===== src/verilog/fetchPkg.sv =====
// Fetch package holding widths, table sizes, branch types and the predictor update interface
package fetchPkg;
  localparam int PC_WIDTH      = 32;
  localparam int INST_WIDTH    = 32;
  localparam int SLOTS         = 4;                  // Instructions per fetch bundle
  localparam int BUNDLE_WIDTH  = 128;                // One bundle is exactly one cache line
  localparam int BTB_SETS      = 16;
  localparam int BP_ENTRIES    = 64;                 // One counter per instruction word
  localparam int RAS_DEPTH     = 8;
  localparam int CACHE_LINES   = 16;
  localparam int FETCH_CREDITS = 4;                  // Decode buffer slots available at reset

  // Address fields derived from the sizes above
  localparam int BYTE_OFFSET_WIDTH = $clog2(INST_WIDTH / 8);
  localparam int LINE_OFFSET_WIDTH = $clog2(BUNDLE_WIDTH / 8);
  localparam int SLOT_WIDTH        = LINE_OFFSET_WIDTH - BYTE_OFFSET_WIDTH; // Word offset in a line
  localparam int BTB_IDX_WIDTH     = $clog2(BTB_SETS);
  localparam int BTB_TAG_WIDTH     = PC_WIDTH - LINE_OFFSET_WIDTH - BTB_IDX_WIDTH;
  localparam int BP_IDX_WIDTH      = $clog2(BP_ENTRIES);
  localparam int RAS_PTR_WIDTH     = $clog2(RAS_DEPTH);
  localparam int RAS_CNT_WIDTH     = $clog2(RAS_DEPTH + 1);
  localparam int CACHE_IDX_WIDTH   = $clog2(CACHE_LINES);
  localparam int CACHE_TAG_WIDTH   = PC_WIDTH - LINE_OFFSET_WIDTH - CACHE_IDX_WIDTH;
  localparam int CREDIT_WIDTH      = $clog2(FETCH_CREDITS + 1);

  // Control transfer kinds, encoded as the update queue sends them
  typedef enum logic [1:0] {
    BR_RETURN = 2'b00,
    BR_CALL   = 2'b01,
    BR_JUMP   = 2'b10,
    BR_COND   = 2'b11
  } brTypeE;

  // What the BTB says about one instruction slot of the bundle
  typedef struct packed {
    logic                hit;
    brTypeE              brType;
    logic [PC_WIDTH-1:0] target;
  } slotLookupT;
endpackage


===== src/verilog/returnStack.sv =====
// Circular return address stack where a push past the depth overwrites the oldest entry
`timescale 1ns/1ps

module returnStack import fetchPkg::*; (
  input  logic                clk,
  input  logic                reset,
  input  logic                push_i,
  input  logic [PC_WIDTH-1:0] pushAddr_i,
  input  logic                pop_i,
  output logic [PC_WIDTH-1:0] top_o
);

  logic [PC_WIDTH-1:0]      stackQ [RAS_DEPTH];
  logic [RAS_PTR_WIDTH-1:0] topPtr;                // Index of the current top entry
  logic [RAS_CNT_WIDTH-1:0] depthCnt;              // Live entries, saturates at the depth

  // Pointer and occupancy move together
  always_ff @(posedge clk) begin
    if (reset) begin
      topPtr   <= '0;
      depthCnt <= '0;
    end else if (push_i && !pop_i) begin
      topPtr <= topPtr + 1'b1;                     // Wraps onto the oldest slot when full
      if (depthCnt != RAS_CNT_WIDTH'(RAS_DEPTH)) begin
        depthCnt <= depthCnt + 1'b1;
      end
    end else if (pop_i && !push_i && (depthCnt != '0)) begin
      topPtr   <= topPtr - 1'b1;
      depthCnt <= depthCnt - 1'b1;
    end
  end

  always_ff @(posedge clk) begin
    if (push_i && pop_i) begin
      stackQ[topPtr] <= pushAddr_i;                // Swap the top in place
    end else if (push_i) begin
      stackQ[topPtr + 1'b1] <= pushAddr_i;
    end
  end

  assign top_o = (depthCnt == '0) ? '0 : stackQ[topPtr];

endmodule


===== config.mk =====
export PLATFORM = sky130hd
export DESIGN_NAME = returnStack
export DESIGN_NICKNAME = d
export VERILOG_FILES = /design/src/verilog/fetchPkg.sv /design/src/verilog/returnStack.sv
export SDC_FILE = /design/constraint.sdc
export NUM_CORES = 1
export LEC_CHECK = 0
export ABC_AREA = 1
export BUFFER_PORTS_ARGS = -buffer_cell sky130_fd_sc_hd__buf_2
export CORE_ASPECT_RATIO = 1.4
export CORE_MARGIN = 4
export CORE_UTILIZATION = 50
export DETAILED_ROUTE_END_ITERATION = 16
export HOLD_SLACK_MARGIN = 0.12
export PLACE_DENSITY_LB_ADDON = 0.1
export SETUP_SLACK_MARGIN = 0.3
export SLEW_MARGIN = 25
export SYNTH_ARGS = -nofsm -noshare
export SYNTH_HDL_FRONTEND = slang
export SYNTH_SLANG_ARGS = --single-unit

===== constraint.sdc =====
create_clock -name clk -period 2.92 [get_ports clk]
set_clock_uncertainty 0.05 [all_clocks]
set_input_delay 0.146 -clock clk [delete_from_list [all_inputs] [get_ports clk]]
set_output_delay 0.146 -clock clk [all_outputs]
set_load 0.005 [all_outputs]

==> summary.md <==
| Metric | Value |
|---|---|
| Iteration-0 DRC count of the detailed router | `477` |
| GP Congestion | `0.854` |
| Max-slew violation count | `0` |
| DP Worst Slack | `637 ps` |
| Nets | `998` |
| Yosys warns | `0` |
| Synth cell types | `24` |
| Clk root buf | `clkbuf_16` |
| Max clock buf depth | `3` |
| Metal3 WL | `924 microns` |
| Setup crit start kind | `flip-flop` |
| Initial antenna violation count | `0` |
| Min-delay worst type | `in -> reg` |
| Run status | `complete, no violations` |
| Port bufs | `67` |
| Post-DRT Antenna Nets | `0` |
| Setup Fix Bufs, Post-CTS | `0` |
| Clk sinks | `266` |
| DR top layer | `met4` |
| Worst-Margin Slew | `832 ps` |
| Via density per instance | `5.55` |
| Critical path class | `reg -> out` |
| Slew HR | `0.446` |
| Hold Vio Cnt, Final | `0` |
| CP arrival | `2270 ps` |
| Pwr Density | `704 mW/mm^2` |
| Pleak | `4.36 nW` |
| Die footprint | `0.0238 sq mm` |
| I/O pin count | `68` |
| Largest net degree at the start of global routing | `97` |
| Layout cell share with drive strength beyond 1 | `0.142` |
| Syn_area_per_cell | `12.5 sq um` |
| Clock Latency Late Sink | `500 ps` |
| Cell count after synthesis | `857` |
| Fmax | `0.405 GHz` |
| Sequential element share of the synthesized area | `0.739` |
| Setup Total Neg Slack | `0 ps` |
| GR Util All Layers | `0.199` |
| CTS tree | `done` |
| CTS buffer count | `25` |
| Routed WL | `23800 microns` |
| Hold_ws | `198 ps` |
| R2R setup slack | `720 ps` |
| FF+latch area | `0.00789 sq mm` |
| Grt ovf | `0` |
| Syn Nets | `898` |
| Core Region | `0.0211 sq mm` |
| Diodes inserted | `0` |
| Initial Util | `0.505` |
| Data required, critical path | `2720 ps` |
| Filler cells | `1725` |
| First-pass GRT wire length | `38100 microns` |
| Min cycle time layout | `2470 ps` |
| # DRC | `0` |
| Critical path capture point type | `primary output` |
| Clock transition at path regs | `60 ps` |
| Vias in the first global route | `7277` |
| Max Cap Violations | `0` |
| #FFs+latches synth | `266` |
| DRT met1 WL | `9570 microns` |
| Crit path max fanout | `17` |
| Tcrit/Tclk final | `0.845` |
| Final WS setup | `452 ps` |
| # setup viols final | `0` |
| Synthesis-to-layout area growth | `16.0%` |
| Horiz. Die Dim | `131 microns` |
| RSZ-0062 raised after global routing | `false` |
| Vias post-DR | `6845` |
| Detail Route met2 WL | `12900 microns` |
| Post-DP HPWL | `14400 microns` |
| CTS H-tree depth | `1` |
| # rows | `63` |
| Area of the multi-input gates | `0.00248 sq mm` |
| DIE HEIGHT | `181 microns` |
| Final core utilization | `0.586` |
| Netlist Area Pre-Place | `0.0107 sq mm` |
| Pre-antenna DRT Iters | `5` |
| Peak VDD IR | `0.544 mV` |
| Drt wl/cell | `19.3 microns` |
-- kinds of logic after synthesis --
family	Yosys count	share of synthesized area
AO/OA/AOI/OAI	206	0.108
AND/OR/NAND/NOR	308	0.110
flip-flops	266	0.739
adder cells (fa/ha/maj)	5	0.00586
XOR/XNOR	2	0.00164
buffers and inverters	70	0.0354
-- layout make-up --
| class | instances | area share |
|---|---|---|
| clock buffer | 30 | 0.0521 |
| tap | 260 | 0.0263 |
| multi-input combinational | 521 | 0.200 |
| sequential | 266 | 0.638 |
| clock inverter | 14 | 0.00516 |
| timing repair buffer | 124 | 0.0727 |
| inverter | 19 | 0.00596 |
-- metal layers --
metal	up-vias	GRT usage
met3	36	0.0253
met5	-	0
met1	3388	0.237
met4	0	0.0546
met2	153	0.378
li1	3268	-
-- critical path, cell delays in order, from the launching register on --
cell     delay, ps
dfxtp_2        330
inv_1          470
buf_4          340
o21ai_0        130
o22ai_1        120
nor2_1          50
nor2_1         160
buf_2          140
-- registers in the layout, indices dropped and copies added, names as in the netlist, named ones only --
register / count
depthCnt: 4
stackQ: 256
topPtr: 3
-- what timing repair did --
item,4_1_cts,5_1_grt
resized for setup,0,3
endpoints found under the hold margin,266,0
setup endpoints to repair,0,14
hold buffers,33,0
-- where the power goes --
part           leakage, nW  internal, mW  switching [mW]
Clock                0.349          1.56            1.29
Combinational         1.60         0.490           0.911
Sequential            2.41          4.39          0.0757
Total                 4.36          6.44            2.28
-- cell usage after synthesis --
cell type	instances	share of area
ha_1	5	0.0059
o22ai_1	32	0.019
nand3b_1	1	0.00070
buf_6	10	0.011
nand2_2	1	0.00059
inv_1	17	0.0060
clkbuf_1	19	0.0067
xnor2_1	2	0.0016
o21ai_0	114	0.053
nand3_1	3	0.0014
o21ai_1	23	0.011
o211ai_1	32	0.023
buf_4	6	0.0042
inv_2	2	0.00070
a21oi_1	5	0.0023
edfxtp_1	256	0.72
nand4_1	1	0.00059
clkbuf_2	1	0.00047
nor2_1	245	0.086
buf_1	2	0.00070
dfxtp_1	10	0.019
buf_2	13	0.0061
nand2_1	56	0.020
nand4_2	1	0.0012
-- final timing paths --
check / start / endpoint / cells past startpoint
max: flip-flop / top_o[4] / 7
min: push_i / depthCnt[0]$_SDFFE_PP0P_ / 6
max reg2reg: topPtr[0]$_SDFFE_PP0N_ / stackQ[5][13]$_DFFE_PP_ / 8
min reg2reg: depthCnt[0]$_SDFFE_PP0P_ / depthCnt[0]$_SDFFE_PP0P_ / 2
-- layout by cell type (no fill, tap or decap), types with 6 or more instances in the layout --
cell           netlist  layout
nand2_1             56      56
nor2_1             245     237
o211ai_1            32      32
dlygate4sd3_1        0      33
o21ai_0            114     114
clkinv_1             0       7
buf_4                6      19
nor2_4               0       8
edfxtp_1           256     256
inv_1               17      17
o21ai_1             23      23
clkinv_2             0       6
buf_2               13      67
o22ai_1             32      32
dfxtp_1             10       7
clkbuf_16            0      25
-- through the flow --
step,instances,total power [mW],area [sq um]
3_5_place_dp,1157,5.92,11300
2_1_floorplan,857,5.38,10700
3_3_place_gp,1157,5.89,11300
6_report,1234,8.72,12400
5_1_grt,1234,9.12,12400
4_1_cts,1234,8.81,12400
No activity file was read; power rests on OpenSTA's default activity.
