## config.mk

```make
export PLATFORM = sky130hd
export DESIGN_NAME = branchPredictor_flat
export DESIGN_NICKNAME = d
export VERILOG_FILES = /design/src/verilog/fetchPkg.sv /design/src/verilog/branchPredictor.sv /design/src/flat_wrapper.sv
export SDC_FILE = /design/constraint.sdc
export NUM_CORES = 1
export LEC_CHECK = 0
export BUFFER_PORTS_ARGS = -buffer_cell sky130_fd_sc_hd__buf_2
export CAP_MARGIN = 20
export CORE_MARGIN = 3
export CORE_UTILIZATION = 40
export DETAILED_ROUTE_END_ITERATION = 10
export PLACE_DENSITY = 0.6
export SLEW_MARGIN = 20
export SYNTH_ARGS = -nofsm -noshare
export SYNTH_HDL_FRONTEND = slang
export SYNTH_SLANG_ARGS = --single-unit
```

## constraint.sdc

```tcl
create_clock -name clk -period 4.9 [get_ports clk]
set_clock_uncertainty 0.15 [all_clocks]
set_input_delay 0.98 -clock clk [delete_from_list [all_inputs] [get_ports clk]]
set_output_delay 0.98 -clock clk [all_outputs]
set_load 0.03 [all_outputs]
```

## src/verilog/fetchPkg.sv

```systemverilog
// Fetch package holding widths, table sizes, branch types and the predictor update interface
package fetchPkg;
  localparam int PC_WIDTH      = 32;
  localparam int INST_WIDTH    = 32;
  localparam int SLOTS         = 4;                  // Instructions per fetch bundle
  localparam int BUNDLE_WIDTH  = 128;                // One bundle is exactly one cache line
  localparam int BTB_SETS      = 16;
  localparam int BP_ENTRIES    = 64;                 // One counter per instruction word
  localparam int RAS_DEPTH     = 8;
  localparam int CACHE_LINES   = 16;
  localparam int FETCH_CREDITS = 4;                  // Decode buffer slots available at reset

  // Address fields derived from the sizes above
  localparam int BYTE_OFFSET_WIDTH = $clog2(INST_WIDTH / 8);
  localparam int LINE_OFFSET_WIDTH = $clog2(BUNDLE_WIDTH / 8);
  localparam int SLOT_WIDTH        = LINE_OFFSET_WIDTH - BYTE_OFFSET_WIDTH; // Word offset in a line
  localparam int BTB_IDX_WIDTH     = $clog2(BTB_SETS);
  localparam int BTB_TAG_WIDTH     = PC_WIDTH - LINE_OFFSET_WIDTH - BTB_IDX_WIDTH;
  localparam int BP_IDX_WIDTH      = $clog2(BP_ENTRIES);
  localparam int RAS_PTR_WIDTH     = $clog2(RAS_DEPTH);
  localparam int RAS_CNT_WIDTH     = $clog2(RAS_DEPTH + 1);
  localparam int CACHE_IDX_WIDTH   = $clog2(CACHE_LINES);
  localparam int CACHE_TAG_WIDTH   = PC_WIDTH - LINE_OFFSET_WIDTH - CACHE_IDX_WIDTH;
  localparam int CREDIT_WIDTH      = $clog2(FETCH_CREDITS + 1);

  // Control transfer kinds, encoded as the update queue sends them
  typedef enum logic [1:0] {
    BR_RETURN = 2'b00,
    BR_CALL   = 2'b01,
    BR_JUMP   = 2'b10,
    BR_COND   = 2'b11
  } brTypeE;

  // What the BTB says about one instruction slot of the bundle
  typedef struct packed {
    logic                hit;
    brTypeE              brType;
    logic [PC_WIDTH-1:0] target;
  } slotLookupT;
endpackage

`timescale 1ns/1ps

interface updateIf import fetchPkg::*; ();
  logic                updateEn;       // One resolved branch per cycle, in program order
  logic [PC_WIDTH-1:0] updatePc;
  logic [PC_WIDTH-1:0] updateTarget;
  brTypeE              updateBrType;
  logic                updateTaken;

  modport source (output updateEn, updatePc, updateTarget, updateBrType, updateTaken);
  modport sink   (input updateEn, updatePc, updateTarget, updateBrType, updateTaken);
endinterface
```

## src/verilog/branchPredictor.sv

```systemverilog
// Bimodal direction predictor built from 2-bit saturating counters, one per instruction word
`timescale 1ns/1ps

module branchPredictor import fetchPkg::*; (
  input  logic                clk,
  input  logic                reset,
  input  logic [PC_WIDTH-1:0] pc_i,
  updateIf.sink               update,
  output logic [SLOTS-1:0]    slotTaken_o
);

  logic [1:0]              ctrQ [BP_ENTRIES];
  logic [BP_IDX_WIDTH-1:0] wrIdx;

  assign wrIdx = update.updatePc[BYTE_OFFSET_WIDTH +: BP_IDX_WIDTH];

  // Four neighbouring counters, one per word of the line
  always_comb begin : lookup
    logic [BP_IDX_WIDTH-1:0] rdIdx;
    rdIdx = '0;
    for (int i = 0; i < SLOTS; i++) begin
      rdIdx          = {pc_i[LINE_OFFSET_WIDTH +: BP_IDX_WIDTH - SLOT_WIDTH], SLOT_WIDTH'(i)};
      slotTaken_o[i] = ctrQ[rdIdx][1];           // Upper bit is the direction
    end
  end

  always_ff @(posedge clk) begin
    if (reset) begin
      for (int e = 0; e < BP_ENTRIES; e++) begin
        ctrQ[e] <= 2'd1;                         // Weakly not-taken
      end
    end else if (update.updateEn && (update.updateBrType == BR_COND)) begin
      if (update.updateTaken && (ctrQ[wrIdx] != 2'd3)) begin
        ctrQ[wrIdx] <= ctrQ[wrIdx] + 2'd1;
      end else if (!update.updateTaken && (ctrQ[wrIdx] != 2'd0)) begin
        ctrQ[wrIdx] <= ctrQ[wrIdx] - 2'd1;
      end
    end
  end

endmodule

```

## src/flat_wrapper.sv

```systemverilog
// flat-port wrapper written by rule: the top's interface ports become plain ports
module branchPredictor_flat import fetchPkg::*;
  (clk, reset, pc_i, slotTaken_o, update_updateEn, update_updatePc, update_updateTarget, update_updateBrType, update_updateTaken);
  updateIf update_i ();
  input  logic clk;
  input  logic reset;
  input  logic [PC_WIDTH-1:0] pc_i;
  output logic [SLOTS-1:0] slotTaken_o;
  input wire logic [$bits(update_i.updateEn)-1:0] update_updateEn;
  input wire logic [$bits(update_i.updatePc)-1:0] update_updatePc;
  input wire logic [$bits(update_i.updateTarget)-1:0] update_updateTarget;
  input wire logic [$bits(update_i.updateBrType)-1:0] update_updateBrType;
  input wire logic [$bits(update_i.updateTaken)-1:0] update_updateTaken;
  assign update_i.updateEn = update_updateEn;
  assign update_i.updatePc = update_updatePc;
  assign update_i.updateTarget = update_updateTarget;
  assign update_i.updateBrType = update_updateBrType;
  assign update_i.updateTaken = update_updateTaken;
  branchPredictor u_core (.clk(clk), .reset(reset), .pc_i(pc_i), .update(update_i), .slotTaken_o(slotTaken_o));
endmodule
```

==> out/results.ini <==
[run_status]
outcome = complete, no violations

[route]
drt-wirelength-per-cell_um = 25.7
detailroute.via_count = 5761
drc = 0
antenna_left = 0
detail_route.first_pass.iterations = 5
drt_iter0_markers = 688
routed_wl_um = 22000
detail_route.vias_per_cell = 6.72

[clock_tree]
worst_setup_hold_path_clk_slew_ps = 60
tritoncts = built
post_cts_setup_buffers = 0
cts_num_sinks = 128
post_cts_resize_count = 0
cts.path.max_buffers = 2
worstSkewPairLatency_ps = 420
cts-buffers-inserted = 17
number_of_h_tree_levels = 4
clock_tree.root_cell = clkbuf_16
post_cts_hold_buffer_count = 0

[final_layout]
final-instance-count-excl-fill = 857
diodes = 0
flip_flop_count_of_the_largest_register_after_layout = 128
reg_top3 = u_core.ctrQ: 128 flops
fin_nets = 717
area_growth_pct = 11.1
top_register = u_core.ctrQ
drive_above_1_share_pct = 19.7

[global_routing]
maximum_number_of_pins_on_one_net_before_global_route_repair = 68
grt_pass1_vias = 5622
gr-total-overflow = 0
antenna_found_initial = 1
global_route_wire_length_before_repair_um = 33700
grt_util_all_layers_pct = 22.5

[synthesis]
yosysSeqAreaShare_pct = 52.1
synth_edf_count = 128
ys_dominant_reg_cell = edfxtp_1
ys_async_sr_fraction_pct = 0
post_synth.cell_area_avg_sq_um = 11.7
post_synth_inst_count = 631
yosys_warnings = 0
synth_top_cell_by_area = edfxtp_1
synthesized_net_count = 733
syn-cell-area_sq_um = 7370
synthDominantCellAreaShare_pct = 52.1
synth_unique_cells = 61
ys_seq_elements = 128
synth.area.top_cells = edfxtp_1 (52%), mux4_2 (8.2%), nor4_1 (5.4%)

[placed_design]
gp_congestion = 0.960
hpwlAfterDp_um = 14300
placed_cells_incl_taps = 825
place.port_buffers = 19

[timing]
slew_violations = 0
finalCriticalPeriod_ps = 4260
fin_crit_sh_pct = 87.0
worst_slew_pin_slew_ps = 1020
whs_ps = 854
hold_viol = 0
max_freq_mhz = 235
unrepaired_setup_endpoints_after_global_routing = false
finalSetupViolations = 0
setup_tns_final_ps = 0
max_slew_margin_pct = 32.1

[setup_path]
end_kind = flop
cp_max_fo = 30
required_ps = 4880
cpPeakStageDelay_ps = 550
crit_family = compound AO/OA/AOI/OAI gates
timing_worst_setup_path_type = in2reg
cp.arrival_ps = 4240
worst-path-buf-inv = 3
timing.critical_path.cells = buf_2, buf_4, nand2b_1, o32ai_1, a311oi_1, o22a_1, and4_1, nor2_1, o31ai_4, buf_12, a41o_1
slowest_stage = a311oi_1
critical_path.startpoint_type = input pin

[pwr]
cellPowerDensity_nw_per_um2 = 350
total_power_mw = 2.87
vdd_ir_drop_max_mv = 0.192
p_leak_nw = 2.64

[worst_hold_path]
worst_hold_path_type = in2reg

[die]
initial_utilization_pct = 40.9
i_o_pin_count = 106
die_w_um = 142
fp.dieArea_sq_um = 20100
core_area_sq_um = 18000
num_rows = 49
floorplan.die.height_um = 142

[flow_run]
drv_cap = 0

==> cell usage after synthesis (all sizes together) (2+ instances only) <==
cell      n
edfxtp  128
nand2    67
nor4     65
nor2     62
a21o     51
clkbuf   46
buf      32
mux4     28
a221oi   22
nand3    17
mux2i    13
a31o     12
a21oi     7
nor3      6
o22a      5
a311oi    4
and2      4
inv       4
nand3b    4
nor2b     4
o22ai     4
or3b      4
a22oi     3
a31oi     3
and3      3
mux2      3
o21ai     3
a211oi    2
and3b     2
nand4     2
nor4bb    2
o32ai     2
or2       2
==> layer usage <==
| metal | up-vias | share of wire (%) | global-route usage, % |
|---|---|---|---|
| met4 | 2 | 4.7 | 12.6 |
| met1 | 2872 | 39 | 29.6 |
| met2 | 360 | 46 | 33.6 |
| li1 | 2454 | - | - |
| met3 | 73 | 9.5 | 6.03 |
| met5 | - | 0.059 | 0 |
==> final cells by class <==
cell class                      instances  area, sq um
Clock buffer                           19          433
Clock inverter                         13          145
Fill cell                            1648         9830
Inverter                                4         15.0
Multi-Input combinational cell        421         3120
Sequential cell                       128         3840
Tap cell                              229          287
Timing Repair Buffer                   43          350
==> placed cells by master, fill, tap and decap left out, types with 5 or more instances in the layout <==
master | netlist | routed
nand2_2 | 10 | 10
buf_12 | 0 | 6
mux4_2 | 27 | 27
mux2i_1 | 13 | 13
a31o_1 | 12 | 12
nor4_1 | 64 | 64
nor3_1 | 6 | 6
nand2_1 | 57 | 57
edfxtp_1 | 128 | 128
nor2_1 | 61 | 61
clkbuf_16 | 0 | 17
a21oi_1 | 6 | 6
a221oi_1 | 22 | 22
a21o_1 | 51 | 51
buf_2 | 15 | 19
o22a_1 | 5 | 5
nand3_1 | 17 | 17
buf_4 | 1 | 18
==> path summary, 6_finish.rpt <==
check	to	depth (start not counted)	from	slack [ps]
hold reg to reg	u_core.ctrQ[11][0]	6	u_core.ctrQ[50][1]	1180
setup reg to reg	u_core.ctrQ[4][1]	9	u_core.ctrQ[12][1]	1550
hold / removal	u_core.ctrQ[4][0]	2	update_updatePc[4]	850
setup / recovery	u_core.ctrQ[4][1]	11	update_updatePc[3]	640
==> kinds of logic after synthesis <==
family,synth area share [%]
and+or+nand+nor,17.5
DFF,52.1
AOI/OAI and AO/OA,13.8
buffers and inverters,5.70
muxes,10.8
xor gates and xnor gates,0.119
==> metrics by stage <==
| step | cell area (sq um) | util, % | setup WS [ps] |
|---|---|---|---|
| 2_1_floorplan | 7370 | - | 731 |
| 3_3_place_gp | 7610 | 42.2 | 385 |
| 3_5_place_dp | 7610 | 42.2 | 312 |
| 4_1_cts | 8190 | 45.4 | 743 |
| 5_1_grt | 8190 | 45.5 | 511 |
| 6_report | 8190 | 45.5 | 637 |
==> power by group <==
group	internal, mW	switching, mW
clock	0.790	0.472
sequential	1.22	0.0137
combinational	0.125	0.243
total	2.14	0.729
No activity file was read; power rests on OpenSTA's default activity.
