===== config.mk =====
export PLATFORM = sky130hd
export DESIGN_NAME = branchTargetBuffer_flat
export DESIGN_NICKNAME = d
export VERILOG_FILES = /design/src/verilog/fetchPkg.sv /design/src/verilog/branchTargetBuffer.sv /design/src/flat_wrapper.sv
export SDC_FILE = /design/constraint.sdc
export NUM_CORES = 2
export LEC_CHECK = 0
export BUFFER_PORTS_ARGS = -buffer_cell sky130_fd_sc_hd__buf_2
export CAP_MARGIN = 5
export CORE_MARGIN = 2
export CORE_UTILIZATION = 25
export CTS_CLUSTER_DIAMETER = 120
export CTS_CLUSTER_SIZE = 14
export DETAILED_ROUTE_END_ITERATION = 10
export HOLD_SLACK_MARGIN = 0.15
export PLACE_DENSITY = 0.49
export SYNTH_ARGS = -nofsm -noshare
export SYNTH_HDL_FRONTEND = slang
export SYNTH_SLANG_ARGS = --single-unit

===== constraint.sdc =====
create_clock -name clk -period 6 [get_ports clk]
set_input_delay 1.2 -clock clk [delete_from_list [all_inputs] [get_ports clk]]
set_output_delay 1.2 -clock clk [all_outputs]
set_load 0.05 [all_outputs]

===== src/verilog/fetchPkg.sv =====
// Fetch package holding widths, table sizes, branch types and the predictor update interface
package fetchPkg;
  localparam int PC_WIDTH      = 32;
  localparam int INST_WIDTH    = 32;
  localparam int SLOTS         = 4;                  // Instructions per fetch bundle
  localparam int BUNDLE_WIDTH  = 128;                // One bundle is exactly one cache line
  localparam int BTB_SETS      = 16;
  localparam int BP_ENTRIES    = 64;                 // One counter per instruction word
  localparam int RAS_DEPTH     = 8;
  localparam int CACHE_LINES   = 16;
  localparam int FETCH_CREDITS = 4;                  // Decode buffer slots available at reset

  // Address fields derived from the sizes above
  localparam int BYTE_OFFSET_WIDTH = $clog2(INST_WIDTH / 8);
  localparam int LINE_OFFSET_WIDTH = $clog2(BUNDLE_WIDTH / 8);
  localparam int SLOT_WIDTH        = LINE_OFFSET_WIDTH - BYTE_OFFSET_WIDTH; // Word offset in a line
  localparam int BTB_IDX_WIDTH     = $clog2(BTB_SETS);
  localparam int BTB_TAG_WIDTH     = PC_WIDTH - LINE_OFFSET_WIDTH - BTB_IDX_WIDTH;
  localparam int BP_IDX_WIDTH      = $clog2(BP_ENTRIES);
  localparam int RAS_PTR_WIDTH     = $clog2(RAS_DEPTH);
  localparam int RAS_CNT_WIDTH     = $clog2(RAS_DEPTH + 1);
  localparam int CACHE_IDX_WIDTH   = $clog2(CACHE_LINES);
  localparam int CACHE_TAG_WIDTH   = PC_WIDTH - LINE_OFFSET_WIDTH - CACHE_IDX_WIDTH;
  localparam int CREDIT_WIDTH      = $clog2(FETCH_CREDITS + 1);

  // Control transfer kinds, encoded as the update queue sends them
  typedef enum logic [1:0] {
    BR_RETURN = 2'b00,
    BR_CALL   = 2'b01,
    BR_JUMP   = 2'b10,
    BR_COND   = 2'b11
  } brTypeE;

  // What the BTB says about one instruction slot of the bundle
  typedef struct packed {
    logic                hit;
    brTypeE              brType;
    logic [PC_WIDTH-1:0] target;
  } slotLookupT;
endpackage

`timescale 1ns/1ps

interface updateIf import fetchPkg::*; ();
  logic                updateEn;       // One resolved branch per cycle, in program order
  logic [PC_WIDTH-1:0] updatePc;
  logic [PC_WIDTH-1:0] updateTarget;
  brTypeE              updateBrType;
  logic                updateTaken;

  modport source (output updateEn, updatePc, updateTarget, updateBrType, updateTaken);
  modport sink   (input updateEn, updatePc, updateTarget, updateBrType, updateTaken);
endinterface

===== src/verilog/branchTargetBuffer.sv =====
// Direct-mapped branch target buffer giving type and target for all four slots of a bundle
`timescale 1ns/1ps

module branchTargetBuffer import fetchPkg::*; (
  input  logic                clk,
  input  logic                reset,
  input  logic [PC_WIDTH-1:0] pc_i,
  updateIf.sink               update,
  output slotLookupT          slotLookup_o [SLOTS]
);

  logic                     validQ  [BTB_SETS][SLOTS];
  logic [BTB_TAG_WIDTH-1:0] tagQ    [BTB_SETS][SLOTS];
  brTypeE                   typeQ   [BTB_SETS][SLOTS];
  logic [PC_WIDTH-1:0]      targetQ [BTB_SETS][SLOTS];

  logic [BTB_IDX_WIDTH-1:0] rdSet;
  logic [BTB_TAG_WIDTH-1:0] rdTag;
  logic [BTB_IDX_WIDTH-1:0] wrSet;
  logic [SLOT_WIDTH-1:0]    wrSlot;
  logic [BTB_TAG_WIDTH-1:0] wrTag;
  logic                     wrEn;

  assign rdSet  = pc_i[LINE_OFFSET_WIDTH +: BTB_IDX_WIDTH];
  assign rdTag  = pc_i[PC_WIDTH-1 -: BTB_TAG_WIDTH];
  assign wrSet  = update.updatePc[LINE_OFFSET_WIDTH +: BTB_IDX_WIDTH];
  assign wrSlot = update.updatePc[BYTE_OFFSET_WIDTH +: SLOT_WIDTH];
  assign wrTag  = update.updatePc[PC_WIDTH-1 -: BTB_TAG_WIDTH];

  // Not-taken conditionals carry no useful target, so they are not allocated
  assign wrEn = update.updateEn && ((update.updateBrType != BR_COND) || update.updateTaken);

  always_comb begin : lookup
    for (int i = 0; i < SLOTS; i++) begin
      slotLookup_o[i].hit    = validQ[rdSet][i] && (tagQ[rdSet][i] == rdTag);
      slotLookup_o[i].brType = typeQ[rdSet][i];
      slotLookup_o[i].target = targetQ[rdSet][i];
    end
  end

  always_ff @(posedge clk) begin
    if (reset) begin
      for (int s = 0; s < BTB_SETS; s++) begin
        for (int w = 0; w < SLOTS; w++) begin
          validQ[s][w] <= 1'b0;
        end
      end
    end else if (wrEn) begin
      validQ[wrSet][wrSlot] <= 1'b1;
    end
  end

  always_ff @(posedge clk) begin
    if (wrEn) begin
      tagQ[wrSet][wrSlot]    <= wrTag;
      typeQ[wrSet][wrSlot]   <= update.updateBrType;
      targetQ[wrSet][wrSlot] <= update.updateTarget;
    end
  end

endmodule


===== src/flat_wrapper.sv =====
// flat-port wrapper written by rule: the top's interface ports become plain ports
module branchTargetBuffer_flat import fetchPkg::*;
  (clk, reset, pc_i, slotLookup_o, update_updateEn, update_updatePc, update_updateTarget, update_updateBrType, update_updateTaken);
  updateIf update_i ();
  input  logic clk;
  input  logic reset;
  input  logic [PC_WIDTH-1:0] pc_i;
  output slotLookupT slotLookup_o[SLOTS];
  input wire logic [$bits(update_i.updateEn)-1:0] update_updateEn;
  input wire logic [$bits(update_i.updatePc)-1:0] update_updatePc;
  input wire logic [$bits(update_i.updateTarget)-1:0] update_updateTarget;
  input wire logic [$bits(update_i.updateBrType)-1:0] update_updateBrType;
  input wire logic [$bits(update_i.updateTaken)-1:0] update_updateTaken;
  assign update_i.updateEn = update_updateEn;
  assign update_i.updatePc = update_updatePc;
  assign update_i.updateTarget = update_updateTarget;
  assign update_i.updateBrType = update_updateBrType;
  assign update_i.updateTaken = update_updateTaken;
  branchTargetBuffer u_core (.clk(clk), .reset(reset), .pc_i(pc_i), .update(update_i), .slotLookup_o(slotLookup_o));
endmodule

==> run_results.csv <==
group,metric,value,unit
run_status,status,"finished, final reports clean",
global_route,grt_pass1_vias,69600,
power,p_leak,50.2,nW
timing,setup_viol,0,
synthesis,ys_top_cells_by_area,"edfxtp_1, mux4_2, mux2i_1",
synthesis,synthCells,6088,
timing,clock.fmax,169,MHz
synthesis,synth_top_cell_area_share,0.774,
timing,tns,0,ns
route,maxUsedRoutingLayer,"met5",
global_route,grtUsageTotal,0.140,
clock_network,clock-sinks,3776,
final_layout,layout_common_cells,"edfxtp_1, mux4_2, clkbuf_16",
final_layout,final_nets,6768,
synthesis,synth_top_flop_cell,"edfxtp_1",
place,placedInstanceArea,158000,um2
timing,fin_ws,0.0999,ns
clock_network,post_cts_buffers,0,
floorplan,core_region_area,574000,um2
synthesis,ys_types,65,
synthesis,synth-seq-cells,3776,
synthesis,synth_compound_area_frac,0.0133,
floorplan,die_w,763,um
worst_setup_path,critPathMaxFanout,31,
synthesis,synth_mux_area_frac,0.172,
timing,drv_slew,0,
route,drt_iter0_drc,8495,
route,drt-met1-wl,180000,um
clock_network,clock_latency,0.93,ns
timing,tightest_slew,1.17,ns
synthesis,yosys.area.top_type,"edfxtp_1",
synthesis,ys_warn_count,0,
synthesis,async_flop_share,0,
synthesis,syn_nets,6190,
clock_network,clock_path_buffers,4,
worst_setup_path,cp.required,4.80,ns
timing,rsz0062_at_grt,"no",
route,postRouteAntennaNets,0,
final_layout,drive_gt1_frac,0.307,
place,portBuffers,235,
clock_network,cts_buffers,308,
route,dr_wl_met3,31600,um
synthesis,synth-xor-area-share,0.00566,
clock_network,cts_root_buf,"clkbuf_16",
synthesis,yosysSeqAreaShare,0.783,
power,peakVddDrop,195,uV
hold_path,hold_start,"u_core.validQ[0][2]",
floorplan,fp.dieH,763,um
floorplan,rows,278,
route,wl_per_cell,29.4,um
route,via_count,67600,
worst_setup_path,worstPathArrival,4.70,ns
power,power,0.0512,W
clock_network,htree_levels,5,
synthesis,synth_edf_count,3712,
timing,skew,0,ns
timing,fin_crit_sh,0.983,
worst_setup_path,reg2reg_depth,1,
global_route,grt-ovfl-total,0,
place,place.gp.congestion,0.781,
clock_network,cts_tree,"built",
worst_setup_path,critPathLaunchType,"input port",
final_layout,stdcell_area,166000,um2
worst_setup_path,reg2reg_from,"u_core.validQ[11][0]",
final_layout,layout_commonest_cell,"edfxtp_1",
global_route,antenna_found_initial,71,
timing,finalCriticalPeriod,5.90,ns
synthesis,synth_top_family_by_area,"multiplexers",
floorplan,ioPinCount,242,
worst_setup_path,criticalPathCategory,"input port to output pin",
hold_path,hold_class,"flop to flop",
route,drt_wl_total,421000,um
clock_network,cts.clk_slew.worst_paths,0.06,ns
timing,holdWs,0.471,ns
timing,final_hold_viol_count,0,
global_route,grt_max_degree,141,
floorplan,die-area,582000,um2
global_route,grt_pass1_wl,574000,um
route,dr.pass1.iters,5,
synthesis,synth_area,144000,um2
route,viasPerCell,4.72,
place,pre_cts_ws,0.00811,ns
place,hpwl,230000,um
hold_path,min_to,"u_core.validQ[0][2]",
hold_path,worst_hold_path.num_cells,2,
job,maxCapViolCount,0,
synthesis,synth_fa_ha_area_frac,0,
route,wl_met2,201000,um
route,drcViolationCount,0,
timing,slew_headroom,0.221,
floorplan,start_util,0.251,
worst_setup_path,r2r_slack,5.37,ns
worst_setup_path,regToRegEndpoint,"u_core.validQ[11][0]",
synthesis,avgSynthCellArea,23.7,um2
final_layout,syn2layout_area_growth,15.3,%
synthesis,yosys.area_share.simple,0.0138,
power,powerDensity,308,nW/um2
worst_setup_path,cp-end-kind,"output pin",
[cell families after synthesis]
group | after synthesis
and+or+nand+nor | 447
buffers and inverters | 338
AOI/OAI and AO/OA | 250
xor gates and xnor gates | 93
muxes | 1184
DFF | 3776
[per-stage QoR]
| step | utilization | instances |
|---|---|---|
| after floorplan | - | 6088 |
| after global placement | 0.275 | 13900 |
| after detailed placement | 0.275 | 13900 |
| after CTS | 0.290 | 14300 |
| after global routing | 0.290 | 14300 |
| final | 0.290 | 14300 |
[where the power goes]
part           switching (W)  internal [W]  total [W]
clock network        0.00922       0.00947     0.0187
logic                0.00221       0.00113    0.00334
registers          0.0000354        0.0291     0.0291
total                 0.0115        0.0397     0.0512
[metal layers]
layer,track usage,up-vias
met4,0.0278,30
met3,0.0272,474
met1,0.195,37500
li1,-,27000
met2,0.228,2614
met5,0,-
[cell type report]
class                      count  area (um2)
fill                       55500      407000
clock buffer                 369        8060
antenna                       20        50.0
sequential                  3776      113000
timing repair buffer         594        5340
multi-input combinational   1974       30100
clock inverter                22         323
tap                         7560        9460
inverter                      12        57.6
[flip-flops by register name (all words and copies together) (netlist names)]
register,count
u_core.typeQ,128
u_core.targetQ,2048
u_core.validQ,64
u_core.tagQ,1536
[worst max-delay path, cell delays in order]
cell	delay, ns
buf_8	0.39
buf_4	0.37
mux4_2	0.35
a22o_1	0.28
a221oi_2	0.32
xnor2_1	0.11
nor4_1	0.36
nand3_1	0.22
a2111oi_4	0.72
buf_12	0.19
buf_12	0.13
[synthesized netlist by cell type, drive strengths merged, types with 10 or more instances]
| cell | n |
|---|---|
| and2 | 13 |
| and3 | 15 |
| o21ai | 22 |
| buf | 216 |
| o21ba | 11 |
| edfxtp | 3712 |
| a221oi | 30 |
| inv | 10 |
| nand2 | 112 |
| a31oi | 30 |
| dfxtp | 64 |
| nor4 | 19 |
| a21oi | 25 |
| nor2 | 214 |
| clkbuf | 110 |
| nand3 | 12 |
| a22oi | 28 |
| a22o | 24 |
| mux4 | 1037 |
| a211oi | 34 |
| xor2 | 33 |
| nand4 | 12 |
| xnor2 | 60 |
| nor2b | 29 |
| mux2i | 139 |
[how the worst max path moves through the flow]
stage | depth (start not counted) | to | startpoint
6_report | 11 | slotLookup_o[34] | pc_i[5]
5_1_grt | 12 | slotLookup_o[34] | pc_i[5]
4_1_cts | 12 | slotLookup_o[34] | pc_i[5]
3_5_place_dp | 12 | slotLookup_o[34] | pc_i[4]
3_3_place_gp | 11 | slotLookup_o[34] | pc_i[4]
2_1_floorplan | 9 | slotLookup_o[104] | pc_i[5]
[what timing repair did]
item	4_1_cts	5_1_grt
cloned	1	0
setup endpoints to repair	1	1
gates resized for setup	1	0
hold buffers	0	0
pin swaps	1	1
(Power assumes the default switching activity.)
