### src/verilog/fetchPkg.sv
// Fetch package holding widths, table sizes, branch types and the predictor update interface
package fetchPkg;
  localparam int PC_WIDTH      = 32;
  localparam int INST_WIDTH    = 32;
  localparam int SLOTS         = 4;                  // Instructions per fetch bundle
  localparam int BUNDLE_WIDTH  = 128;                // One bundle is exactly one cache line
  localparam int BTB_SETS      = 16;
  localparam int BP_ENTRIES    = 64;                 // One counter per instruction word
  localparam int RAS_DEPTH     = 8;
  localparam int CACHE_LINES   = 16;
  localparam int FETCH_CREDITS = 4;                  // Decode buffer slots available at reset

  // Address fields derived from the sizes above
  localparam int BYTE_OFFSET_WIDTH = $clog2(INST_WIDTH / 8);
  localparam int LINE_OFFSET_WIDTH = $clog2(BUNDLE_WIDTH / 8);
  localparam int SLOT_WIDTH        = LINE_OFFSET_WIDTH - BYTE_OFFSET_WIDTH; // Word offset in a line
  localparam int BTB_IDX_WIDTH     = $clog2(BTB_SETS);
  localparam int BTB_TAG_WIDTH     = PC_WIDTH - LINE_OFFSET_WIDTH - BTB_IDX_WIDTH;
  localparam int BP_IDX_WIDTH      = $clog2(BP_ENTRIES);
  localparam int RAS_PTR_WIDTH     = $clog2(RAS_DEPTH);
  localparam int RAS_CNT_WIDTH     = $clog2(RAS_DEPTH + 1);
  localparam int CACHE_IDX_WIDTH   = $clog2(CACHE_LINES);
  localparam int CACHE_TAG_WIDTH   = PC_WIDTH - LINE_OFFSET_WIDTH - CACHE_IDX_WIDTH;
  localparam int CREDIT_WIDTH      = $clog2(FETCH_CREDITS + 1);

  // Control transfer kinds, encoded as the update queue sends them
  typedef enum logic [1:0] {
    BR_RETURN = 2'b00,
    BR_CALL   = 2'b01,
    BR_JUMP   = 2'b10,
    BR_COND   = 2'b11
  } brTypeE;

  // What the BTB says about one instruction slot of the bundle
  typedef struct packed {
    logic                hit;
    brTypeE              brType;
    logic [PC_WIDTH-1:0] target;
  } slotLookupT;
endpackage

### src/verilog/fetchStage1.sv
// Fetch control with the PC register, decode credits, next PC selection and return stack requests
`timescale 1ns/1ps

module fetchStage1 import fetchPkg::*; (
  input  logic                clk,
  input  logic                reset,
  input  logic                redirect_i,
  input  logic [PC_WIDTH-1:0] redirectPc_i,
  input  logic                creditReturn_i,
  input  slotLookupT          slotLookup_i [SLOTS],
  input  logic [SLOTS-1:0]    slotTaken_i,
  input  logic [PC_WIDTH-1:0] rasTop_i,
  input  logic                cacheHit_i,
  output logic [PC_WIDTH-1:0] pc_o,
  output logic                rasPush_o,
  output logic [PC_WIDTH-1:0] rasPushAddr_o,
  output logic                rasPop_o,
  output logic                bundleValid_o,
  output logic [PC_WIDTH-1:0] predNextPc_o
);

  logic [PC_WIDTH-1:0]     pcQ;
  logic [CREDIT_WIDTH-1:0] creditCnt;      // Bundles decode can still accept
  logic [PC_WIDTH-1:0]     bundleBase;
  logic [PC_WIDTH-1:0]     seqPc;
  logic [SLOT_WIDTH-1:0]   wordOff;
  logic [SLOTS-1:0]        slotHitTaken;
  logic                    takenFound;
  logic [SLOT_WIDTH-1:0]   takenIdx;
  slotLookupT              takenEntry;
  logic                    fire;

  assign bundleBase = {pcQ[PC_WIDTH-1:LINE_OFFSET_WIDTH], LINE_OFFSET_WIDTH'(0)};
  assign seqPc      = bundleBase + (PC_WIDTH'(1) << LINE_OFFSET_WIDTH); // Next line
  assign wordOff    = pcQ[BYTE_OFFSET_WIDTH +: SLOT_WIDTH];

  // A slot redirects fetch when it sits at or after the PC and is predicted taken
  // Non-conditional types are always taken once the BTB knows them
  always_comb begin : slotEval
    for (int i = 0; i < SLOTS; i++) begin
      slotHitTaken[i] = (i >= int'(wordOff)) && slotLookup_i[i].hit &&
                        ((slotLookup_i[i].brType != BR_COND) || slotTaken_i[i]);
    end
  end

  // Priority pick, so the lowest taken slot ends the bundle
  always_comb begin : pickSlot
    takenFound = 1'b0;
    takenIdx   = '0;
    for (int i = SLOTS - 1; i >= 0; i--) begin
      if (slotHitTaken[i]) begin
        takenFound = 1'b1;
        takenIdx   = SLOT_WIDTH'(i);
      end
    end
  end

  assign takenEntry = slotLookup_i[takenIdx];

  always_comb begin : nextPcSel
    predNextPc_o = seqPc;                        // Fall through to the next bundle
    if (takenFound) begin
      if (takenEntry.brType == BR_RETURN) begin
        predNextPc_o = rasTop_i;                 // Returns take the stack top
      end else begin
        predNextPc_o = takenEntry.target;
      end
    end
  end

  // Valid needs the line, a free decode slot and a quiet redirect path
  assign bundleValid_o = cacheHit_i && (creditCnt != '0) && !redirect_i;
  assign fire          = bundleValid_o;

  // Stack only moves when the bundle actually leaves
  assign rasPush_o     = fire && takenFound && (takenEntry.brType == BR_CALL);
  assign rasPop_o      = fire && takenFound && (takenEntry.brType == BR_RETURN);
  assign rasPushAddr_o = bundleBase + ((PC_WIDTH'(takenIdx) + 1) << BYTE_OFFSET_WIDTH);

  always_ff @(posedge clk) begin
    if (reset) begin
      pcQ <= '0;
    end else if (redirect_i) begin
      pcQ <= redirectPc_i;                       // Execute redirect beats any prediction
    end else if (fire) begin
      pcQ <= predNextPc_o;
    end
  end

  always_ff @(posedge clk) begin
    if (reset) begin
      creditCnt <= CREDIT_WIDTH'(FETCH_CREDITS);
    end else if (fire && !creditReturn_i) begin
      creditCnt <= creditCnt - 1'b1;
    end else if (creditReturn_i && !fire) begin
      creditCnt <= creditCnt + 1'b1;             // Spent and returned together leaves it alone
    end
  end

  assign pc_o = pcQ;

endmodule

### config.mk
export PLATFORM = sky130hd
export DESIGN_NAME = fetchStage1
export DESIGN_NICKNAME = d
export VERILOG_FILES = /design/src/verilog/fetchPkg.sv /design/src/verilog/fetchStage1.sv
export SDC_FILE = /design/constraint.sdc
export NUM_CORES = 1
export LEC_CHECK = 0
export BUFFER_PORTS_ARGS = -buffer_cell sky130_fd_sc_hd__buf_4
export CAP_MARGIN = 20
export CORE_AREA = 2 2 121 123
export DETAILED_ROUTE_END_ITERATION = 6
export DIE_AREA = 0 0 123 125
export PLACE_DENSITY = 0.75
export SYNTH_ARGS = -nofsm -noshare
export SYNTH_HDL_FRONTEND = slang
export SYNTH_SLANG_ARGS = --single-unit
### constraint.sdc
create_clock -name clk -period 9.65 [get_ports clk]
set_input_delay 0.4825 -clock clk [delete_from_list [all_inputs] [get_ports clk]]
set_output_delay 0.4825 -clock clk [all_outputs]
set_load 0.02 [all_outputs]
==> results.json, run 1 <==
{
  "ys_ff_latch": 35,
  "drv_slew": 0,
  "start_util_pct": 40.9,
  "grt_setup_unrepaired": "false",
  "synth_edf_count": 0,
  "syn_avg_cell_area_um2": 6.74,
  "cp_common_cell": "ha_1",
  "critPathArrivalTime_ps": 4730,
  "tightest_slew_ps": 1050,
  "wl_mm": 27.5,
  "viasPerCell": 6.14,
  "synth_xor_xnor_area_share_pct": 7.68,
  "cp-end-kind": "primary output",
  "switching_power_uw": 524,
  "cts.sinks": 35,
  "post_drt_wl_per_cell_um": 21.4,
  "cts_buffer_depth": 2,
  "antenna_cells": 0,
  "die_y_um": 125,
  "p_seq_share_pct": 19.4,
  "hold_viol": 0,
  "yosys-top-cells-area": "dfxtp_1, nand2_1, a21oi_1",
  "fillers": 1412,
  "synth_top_family_by_area": "compound AO/OA/AOI/OAI gates",
  "leakagePower_uw": 0.00366,
  "synth.largest_area_cell": "dfxtp_1",
  "criticalPathCategory": "flop to primary output",
  "synthArstFlopShare_pct": 0,
  "fin_crit_sh_pct": 54.0,
  "setup-tns-final_ps": 0,
  "yosys.area_share.simple_pct": 30.0,
  "p_per_area_nw_per_um2": 132,
  "netlist_area_um2": 5810,
  "fp.dieArea_um2": 15400,
  "cts_resized": 0,
  "ys.flop_type": "dfxtp_1",
  "grt_max_degree": 60,
  "synth_top_cell_area_share_pct": 12.1,
  "cts_hold_buffers": 0,
  "synth_compound_area_share_pct": 35.4,
  "p_sw_share_pct": 48.4,
  "ant_nets": 0,
  "setup_viol_count_final": 0,
  "io_pins": 312,
  "rows": 44,
  "cap_viol_max_count": 0,
  "yosysSeqAreaShare_pct": 12.1,
  "grt_remaining_overflow": 0,
  "status": "completed",
  "dp_hpwl_mm": 20.5,
  "clkPwrFrac_pct": 15.9,
  "drt_iter0_markers": 775,
  "area_growth_pct": 41.2,
  "clk_latency_ps": 300,
  "grt_pass1_vias": 7291,
  "numCtsBuffers": 5,
  "cts_tree": "yes",
  "post-cts-setup-buffers": 0,
  "ys_types": 75,
  "critPathMaxFanout": 59,
  "muxShareOfSynthArea_pct": 4.18,
  "h-tree-depth": 2,
  "drtPass1Iterations": 6,
  "critPathSlowestCell": "or3_1",
  "root_buffer": "clkbuf_16",
  "synth_cells": 862,
  "ir_drop_v": 0.0000707,
  "max_freq_mhz": 192,
  "required_ps": 9170,
  "combPwrFrac_pct": 64.7,
  "drc": 0,
  "intPower_uw": 559,
  "place_area_um2": 8060,
  "antenna_found_initial": 0,
  "synthAdderAreaFrac_pct": 1.64,
  "place_congestion": 0.910,
  "drive_above_1_share_pct": 34.9,
  "clkSlewWorstSetupHoldPaths_ps": 70,
  "die_w_um": 123,
  "path_cells": "nand2b_1 > o22a_1 > nand2_4 > inv_2 > ha_1 > ha_1 > ha_1 > nand3_1 > or3_1 > nor3_1 > nand2_1 > xnor2_1 > buf_4",
  "synth_warnings": 0,
  "finClkSkew_ps": 9.83,
  "grt_use_total_pct": 34.2,
  "startpoint_type": "flop",
  "fin_nets": 1322,
  "hp-class": "primary input to flop",
  "vias": 7898,
  "maxSlewHeadroom_pct": 29.7,
  "grt_pass1_wl_mm": 40.8,
  "portBuffers": 309,
  "synthTopCellsByCount": "nand2_1, a21oi_1, nor2_1",
  "synth.most_common_cell": "nand2_1",
  "period_minus_slack_ps": 5210,
  "post-route-cell-area_um2": 8210,
  "max_stage_delay_ps": 610,
  "core_area_um2": 14200
}
## stage by stage
| stage | util (%) | setup slack [ps] | cells | total power (uW) | hold WS (ps) |
|---|---|---|---|---|---|
| after floorplan | - | 5690 | 863 | 625 | 506 |
| after global placement | 56.7 | 4750 | 1278 | 898 | 570 |
| after detailed placement | 56.7 | 4660 | 1278 | 903 | 592 |
| after CTS | 57.7 | 4540 | 1286 | 1080 | 427 |
| after global routing | 57.8 | 4220 | 1287 | 1130 | 458 |
| final | 57.8 | 4440 | 1287 | 1080 | 436 |
## cell families (layout without fill, tap and decap cells)
group	Yosys count	count (layout)
other cells	1	2
simple gates	354	354
fa+ha+maj	7	7
compound gates	277	277
mux	22	22
flops	35	35
xor+xnor	51	51
buf+inv	115	355
## power by group through the flow
| stage | sequential [uW] | clock (uW) | combinational (uW) |
|---|---|---|---|
| detailed placement | 211 | 0 | 692 |
| global placement | 211 | 0 | 687 |
| finish | 210 | 172 | 702 |
| CTS | 208 | 173 | 694 |
| global route | 214 | 175 | 744 |
| floorplan | 208 | 0 | 417 |
## area by class of cell
cell class	instances	area (um2)	area share (%)
inverter	28	105	1.28
clock inverter	2	12.5	0.152
tap	184	230	2.81
sequential	35	701	8.54
timing repair buffer	319	2390	29.2
multi-input combinational	713	4640	56.5
clock buffer	6	129	1.57
## metal layers
| metal | up-vias | part of all wire (%) | track usage [%] |
|---|---|---|---|
| met5 | - | 0 | 0 |
| met4 | 0 | 5.2 | 16.3 |
| met2 | 556 | 46 | 54.8 |
| met1 | 3576 | 38 | 42.6 |
| met3 | 95 | 11 | 8.62 |
| li1 | 3671 | - | - |
## layout by cell type, fill, tap and decap left out, types with 5 or more instances in the layout
cell type and count:
buf_4 318, nand2_1 120, a21oi_1 74, nor2_1 50, nor3_1 50, nand3_1 41, dfxtp_1 35, xnor2_1 31
a22oi_1 27, inv_1 26, a311o_1 22, xor2_1 20, a21o_1 19, a31o_2 18, a31oi_1 17, mux2i_1 16
nand3b_1 15, o21ai_0 15, a311oi_1 15, nand4_1 13, or2_2 10, nor2b_1 10, a211oi_1 9, o21a_1 9
and3_1 7, or3_1 7, and2_1 7, a41oi_1 7, o31ai_1 6, ha_1 6, clkbuf_16 5
## state kept, by name, summed over array words and instances (netlist names)
signal / cells
pc_o: 32
creditCnt: 3
## path summary, 6_finish.rpt
kind	start	to	slack (ps)	cells after the start
worst min-delay path	rasTop_i[29]	pc_o[29]	440	3
worst max-delay path	pc_o[3]	rasPushAddr_o[30]	4440	13
worst max register to register	pc_o[3]	pc_o[2]	6500	7
worst min register to register	creditCnt[1]	creditCnt[1]	600	2
## critical path: cells and delay by family (launching register included)
family,cells,cell delay [ps]
adders and majority gates,3,630
AOI/OAI and AO/OA,1,330
xor gates and xnor gates,1,170
buffers and inverters,2,720
and+or+nand+nor,6,2110
DFF,1,440
No activity file was read; power rests on OpenSTA's default activity.
==> run 2, diff against run 1 <==
--- a/config.mk
+++ b/config.mk
@@ -7,10 +7,10 @@
 export LEC_CHECK = 0
 export BUFFER_PORTS_ARGS = -buffer_cell sky130_fd_sc_hd__buf_4
 export CAP_MARGIN = 20
-export CORE_AREA = 2 2 121 123
+export CORE_MARGIN = 2
+export CORE_UTILIZATION = 42
 export DETAILED_ROUTE_END_ITERATION = 6
-export DIE_AREA = 0 0 123 125
-export PLACE_DENSITY = 0.75
+export PLACE_DENSITY = 0.79
 export SYNTH_ARGS = -nofsm -noshare
 export SYNTH_HDL_FRONTEND = slang
 export SYNTH_SLANG_ARGS = --single-unit
==> constraint.sdc (replaced) <==
create_clock -name clk -period 4.7 [get_ports clk]
set_input_delay 0.235 -clock clk [delete_from_list [all_inputs] [get_ports clk]]
set_output_delay 0.235 -clock clk [all_outputs]
set_load 0.02 [all_outputs]
==> results.json, run 2 (same netlist as run 1, synthesis figures left out) <==
{
  "cp-end-kind": "primary output",
  "drc": 0,
  "status": "completed",
  "finClkSkew_ps": 3.49,
  "root_buffer": "clkbuf_16",
  "io_pins": 312,
  "required_ps": 4470,
  "switching_power_uw": 1080,
  "r2r_end": "pc_o[31]",
  "p_seq_share_pct": 19.1,
  "area_growth_pct": 41.5,
  "hold_slack_ps": 174,
  "dp_hpwl_mm": 20.6,
  "vias": 8046,
  "drt_iter0_markers": 789,
  "core_area_um2": 13400,
  "critPathArrivalTime_ps": 3770,
  "cap_viol_max_count": 0,
  "critical_path.startpoint": "pc_o[3]",
  "wl_mm": 27.3,
  "place_area_um2": 8070,
  "intPower_uw": 1190,
  "clkSlewWorstSetupHoldPaths_ps": 60,
  "maxSlewHeadroom_pct": 25.9,
  "setup-tns-final_ps": 0,
  "r2r_cells": 6,
  "cts_tree": "yes",
  "combPwrFrac_pct": 64.3,
  "final_common_cell": "buf_4",
  "cts_resized": 0,
  "hp-class": "primary input to flop",
  "grt_max_degree": 62,
  "grt_use_total_pct": 35.1,
  "portBuffers": 309,
  "drive_above_1_share_pct": 35.0,
  "period_minus_slack_ps": 4010,
  "p_sw_share_pct": 47.7,
  "cts_buffer_depth": 2,
  "endpoint": "rasPushAddr_o[28]",
  "r2r-start": "pc_o[2]",
  "viasPerCell": 6.28,
  "cts_hold_buffers": 0,
  "h-tree-depth": 2,
  "ir_drop_v": 0.000152,
  "leakagePower_uw": 0.00368,
  "grt_remaining_overflow": 0,
  "p_per_area_nw_per_um2": 276,
  "drtPass1Iterations": 5,
  "whs_path_depth": 3,
  "cts.sinks": 35,
  "antenna_cells": 0,
  "post-route-cell-area_um2": 8230,
  "numCtsBuffers": 5,
  "critPathMaxFanout": 7,
  "grt_setup_unrepaired": "false",
  "fin_nets": 1324,
  "fp.dieArea_um2": 14800,
  "r2r_slack_ps": 1350,
  "antenna_found_initial": 0,
  "post-cts-setup-buffers": 0,
  "grt_pass1_vias": 7293,
  "start_util_pct": 43.4,
  "drv_slew": 0,
  "post_drt_wl_per_cell_um": 21.3,
  "fin_crit_sh_pct": 85.3,
  "criticalPathCategory": "flop to primary output",
  "mostFrequentLayoutCells": "buf_4, nand2_1, a21oi_1, nor2_1, nor3_1",
  "clkPwrFrac_pct": 16.6,
  "hold_viol": 0,
  "fin_util_pct": 61.4,
  "grt_pass1_wl_mm": 40.2,
  "largest_reg_flops": 32,
  "ant_nets": 0,
  "clk_latency_ps": 290,
  "startpoint_type": "flop",
  "max_freq_mhz": 250,
  "die_w_um": 122,
  "tightest_slew_ps": 1110,
  "place_congestion": 0.950,
  "rows": 42,
  "die_y_um": 122,
  "setup_viol_count_final": 0
}
run 2: cell types whose count changed in the layout (fill, tap and decap cells not counted):
cell        delta
buf_4          +3
buf_2          -1
clkinvlp_4     -1
clkinv_2       -1
clkbuf_8       +2
run 2: worst min-delay path by stage:
stage / start / end
finish: rasTop_i[27] / pc_o[27]
global route: rasTop_i[29] / pc_o[29]
CTS: rasTop_i[27] / pc_o[27]
detailed placement: rasTop_i[29] / pc_o[29]
global placement: rasTop_i[27] / pc_o[27]
floorplan: rasTop_i[27] / pc_o[27]
run 2: critical path, cell delays in order, from the launching register on:
cell and delay, ps:
dfxtp_1 360, nand2b_1 260, nor2_1 450, o21a_4 210
ha_1 170, ha_1 150, ha_1 180, nand3_1 180
or3_1 600, nor3_1 450, nand2_1 130, xnor2_1 160
buf_4 160
run 2: layout make-up:
type                    instances  area, um2
fillers                      1277       5170
multi-input cells             713       4640
repair buffers                321       2410
flip-flops and latches         35        701
well taps                     176        220
clock buffers                   8        156
inverters                      28        105
run 2: stage by stage:
| stage | instances | total power [uW] | setup WS, ps |
|---|---|---|---|
| 6_report | 1281 | 2270 | 692 |
| 5_1_grt | 1281 | 2370 | 462 |
| 4_1_cts | 1281 | 2250 | 733 |
| 3_5_place_dp | 1273 | 1870 | 1070 |
| 3_3_place_gp | 1273 | 1860 | 1090 |
| 2_1_floorplan | 863 | 1280 | 1040 |
run 2: per-layer routing:
| metal | routed length (um) | vias up | GRT usage, % |
|---|---|---|---|
| met5 | 0 | - | 0 |
| met4 | 1350 | 0 | 16.1 |
| met3 | 3010 | 99 | 8.61 |
| met2 | 12600 | 568 | 57.9 |
| met1 | 10300 | 3696 | 43.2 |
| li1 | - | 3683 | - |
run 2: power by group through the flow:
stage,clock (uW),combinational (uW),sequential (uW)
2_1_floorplan,0,856,427
3_3_place_gp,0,1420,434
3_5_place_dp,0,1430,435
4_1_cts,379,1440,429
5_1_grt,388,1540,438
6_report,377,1460,433
==> run 3, diff against run 2 <==
--- a/config.mk
+++ b/config.mk
@@ -5,7 +5,7 @@
 export SDC_FILE = /design/constraint.sdc
 export NUM_CORES = 1
 export LEC_CHECK = 0
-export BUFFER_PORTS_ARGS = -buffer_cell sky130_fd_sc_hd__buf_4
+export BUFFER_PORTS_ARGS = -buffer_cell sky130_fd_sc_hd__buf_2
 export CAP_MARGIN = 20
 export CORE_MARGIN = 2
 export CORE_UTILIZATION = 42
==> results.json, run 3 (same netlist as run 1, synthesis figures left out) <==
{
  "largest_reg_flops": 32,
  "final_common_cell": "buf_2",
  "hold_viol": 0,
  "cts_resized": 0,
  "drt_iter0_markers": 852,
  "drive_above_1_share_pct": 35.1,
  "fp.dieArea_um2": 14800,
  "numCtsBuffers": 5,
  "fillers": 1334,
  "max_stage_delay_ps": 610,
  "start_util_pct": 43.4,
  "cap_viol_max_count": 0,
  "place_congestion": 0.968,
  "stdcell_count": 1283,
  "cts_tree": "yes",
  "post-route-cell-area_um2": 7470,
  "period_minus_slack_ps": 4120,
  "dp_hpwl_mm": 20.0,
  "setup_viol_count_final": 0,
  "antenna_cells": 0,
  "max_freq_mhz": 243,
  "drv_slew": 0,
  "io_pins": 312,
  "dp.cells": 1275,
  "startpoint_type": "flop",
  "finClkSkew_ps": 4.51,
  "seq_area_um2": 701,
  "p_per_area_nw_per_um2": 281,
  "rows": 42,
  "setup-tns-final_ps": 0,
  "drc": 0,
  "vias": 8083,
  "grt_remaining_overflow": 0,
  "mostFrequentLayoutCells": "buf_2, nand2_1, a21oi_1, nor2_1, nor3_1",
  "grt_pass1_vias": 7287,
  "area_growth_pct": 28.5,
  "required_ps": 4470,
  "antenna_found_initial": 0,
  "die_w_um": 122,
  "grt_setup_unrepaired": "false",
  "ant_nets": 0,
  "grt_pass1_wl_mm": 39.0,
  "post_drt_wl_per_cell_um": 20.6,
  "fin_crit_sh_pct": 87.7,
  "finalPower_uw": 2100,
  "h-tree-depth": 2,
  "criticalPathCategory": "flop to primary output",
  "path_cells": "nand2b_1 > nor2_1 > o21a_4 > ha_1 > ha_1 > ha_1 > nand3_1 > or3_1 > nor3_1 > nand2_1 > xnor2_1 > buf_2",
  "status": "completed",
  "hp-class": "primary input to flop",
  "leakagePower_uw": 0.00345,
  "cp-end-kind": "primary output",
  "core_area_um2": 13400,
  "critPathArrivalTime_ps": 3890,
  "place_area_um2": 7330,
  "cp_common_cell": "ha_1",
  "cts.sinks": 35,
  "place_ws_ps": 1000,
  "critPathSlowestCell": "or3_1",
  "fin_nets": 1326,
  "critPathMaxFanout": 7,
  "clkSlewWorstSetupHoldPaths_ps": 60,
  "tightest_slew_ps": 1200,
  "ir_drop_v": 0.000159,
  "cts_buffer_depth": 2,
  "root_buffer": "clkbuf_16",
  "grt_use_total_pct": 34.2,
  "multi_input_area_um2": 4640,
  "grt_max_degree": 61,
  "post-cts-setup-buffers": 0,
  "viasPerCell": 6.30,
  "cts_hold_buffers": 0,
  "clk_latency_ps": 300,
  "die_y_um": 122,
  "setup_slack_ps": 580,
  "wl_mm": 26.5,
  "maxSlewHeadroom_pct": 19.5,
  "drtPass1Iterations": 6,
  "portBuffers": 309
}
-- run 3: changes by cell type in the layout (fill, tap and decap cells not counted), sizes merged --
cell,delta
buf,+2
clkinvlp,+1
clkinv,+1
clkbuf,-2
-- run 3: path summary, 6_finish.rpt --
path / slack [ps] / cells after the start / to / startpoint
worst max-delay path: 580 / 12 / rasPushAddr_o[30] / pc_o[3]
worst min-delay path: 180 / 3 / pc_o[27] / rasTop_i[27]
worst max register to register: 1550 / 5 / pc_o[3] / pc_o[2]
worst min register to register: 600 / 2 / creditCnt[1] / creditCnt[1]
-- run 3: metrics by stage --
stage	hold slack, ps	util (%)
3_3_place_gp	491	54.7
6_report	185	55.7
2_1_floorplan	367	-
3_5_place_dp	506	54.7
5_1_grt	221	55.7
4_1_cts	184	55.7
-- run 3: critical path, delay by kind of cell, from the launching register on --
family                   cells  cell delay, ps
adder cells (fa/ha/maj)      3             500
buffers and inverters        1             210
XOR/XNOR                     1             220
AND/OR/NAND/NOR              6            2090
flip-flops                   1             350
AO/OA/AOI/OAI                1             210
-- run 3: where the power goes --
group | leakage [uW] | switching, uW | internal [uW]
Clock | 0.0000669 | 157 | 196
Combinational | 0.00309 | 821 | 494
Sequential | 0.000290 | 93.4 | 338
Total | 0.00345 | 1070 | 1030
-- run 3: metal layers --
metal | vias to the layer above | wire (um) | GRT usage [%]
met5 | - | 0 | 0
met4 | 0 | 1310 | 17.4
met3 | 94 | 3140 | 7.21
met2 | 609 | 12000 | 56.5
met1 | 3694 | 10000 | 42.0
li1 | 3686 | - | -
-- run 3: area by class of cell --
class	instances	area share, %
multi-input combinational	713	62.1
clock buffer	6	1.73
sequential	35	9.38
inverter	28	1.41
clock inverter	2	0.168
tap	176	2.95
timing repair buffer	323	22.3
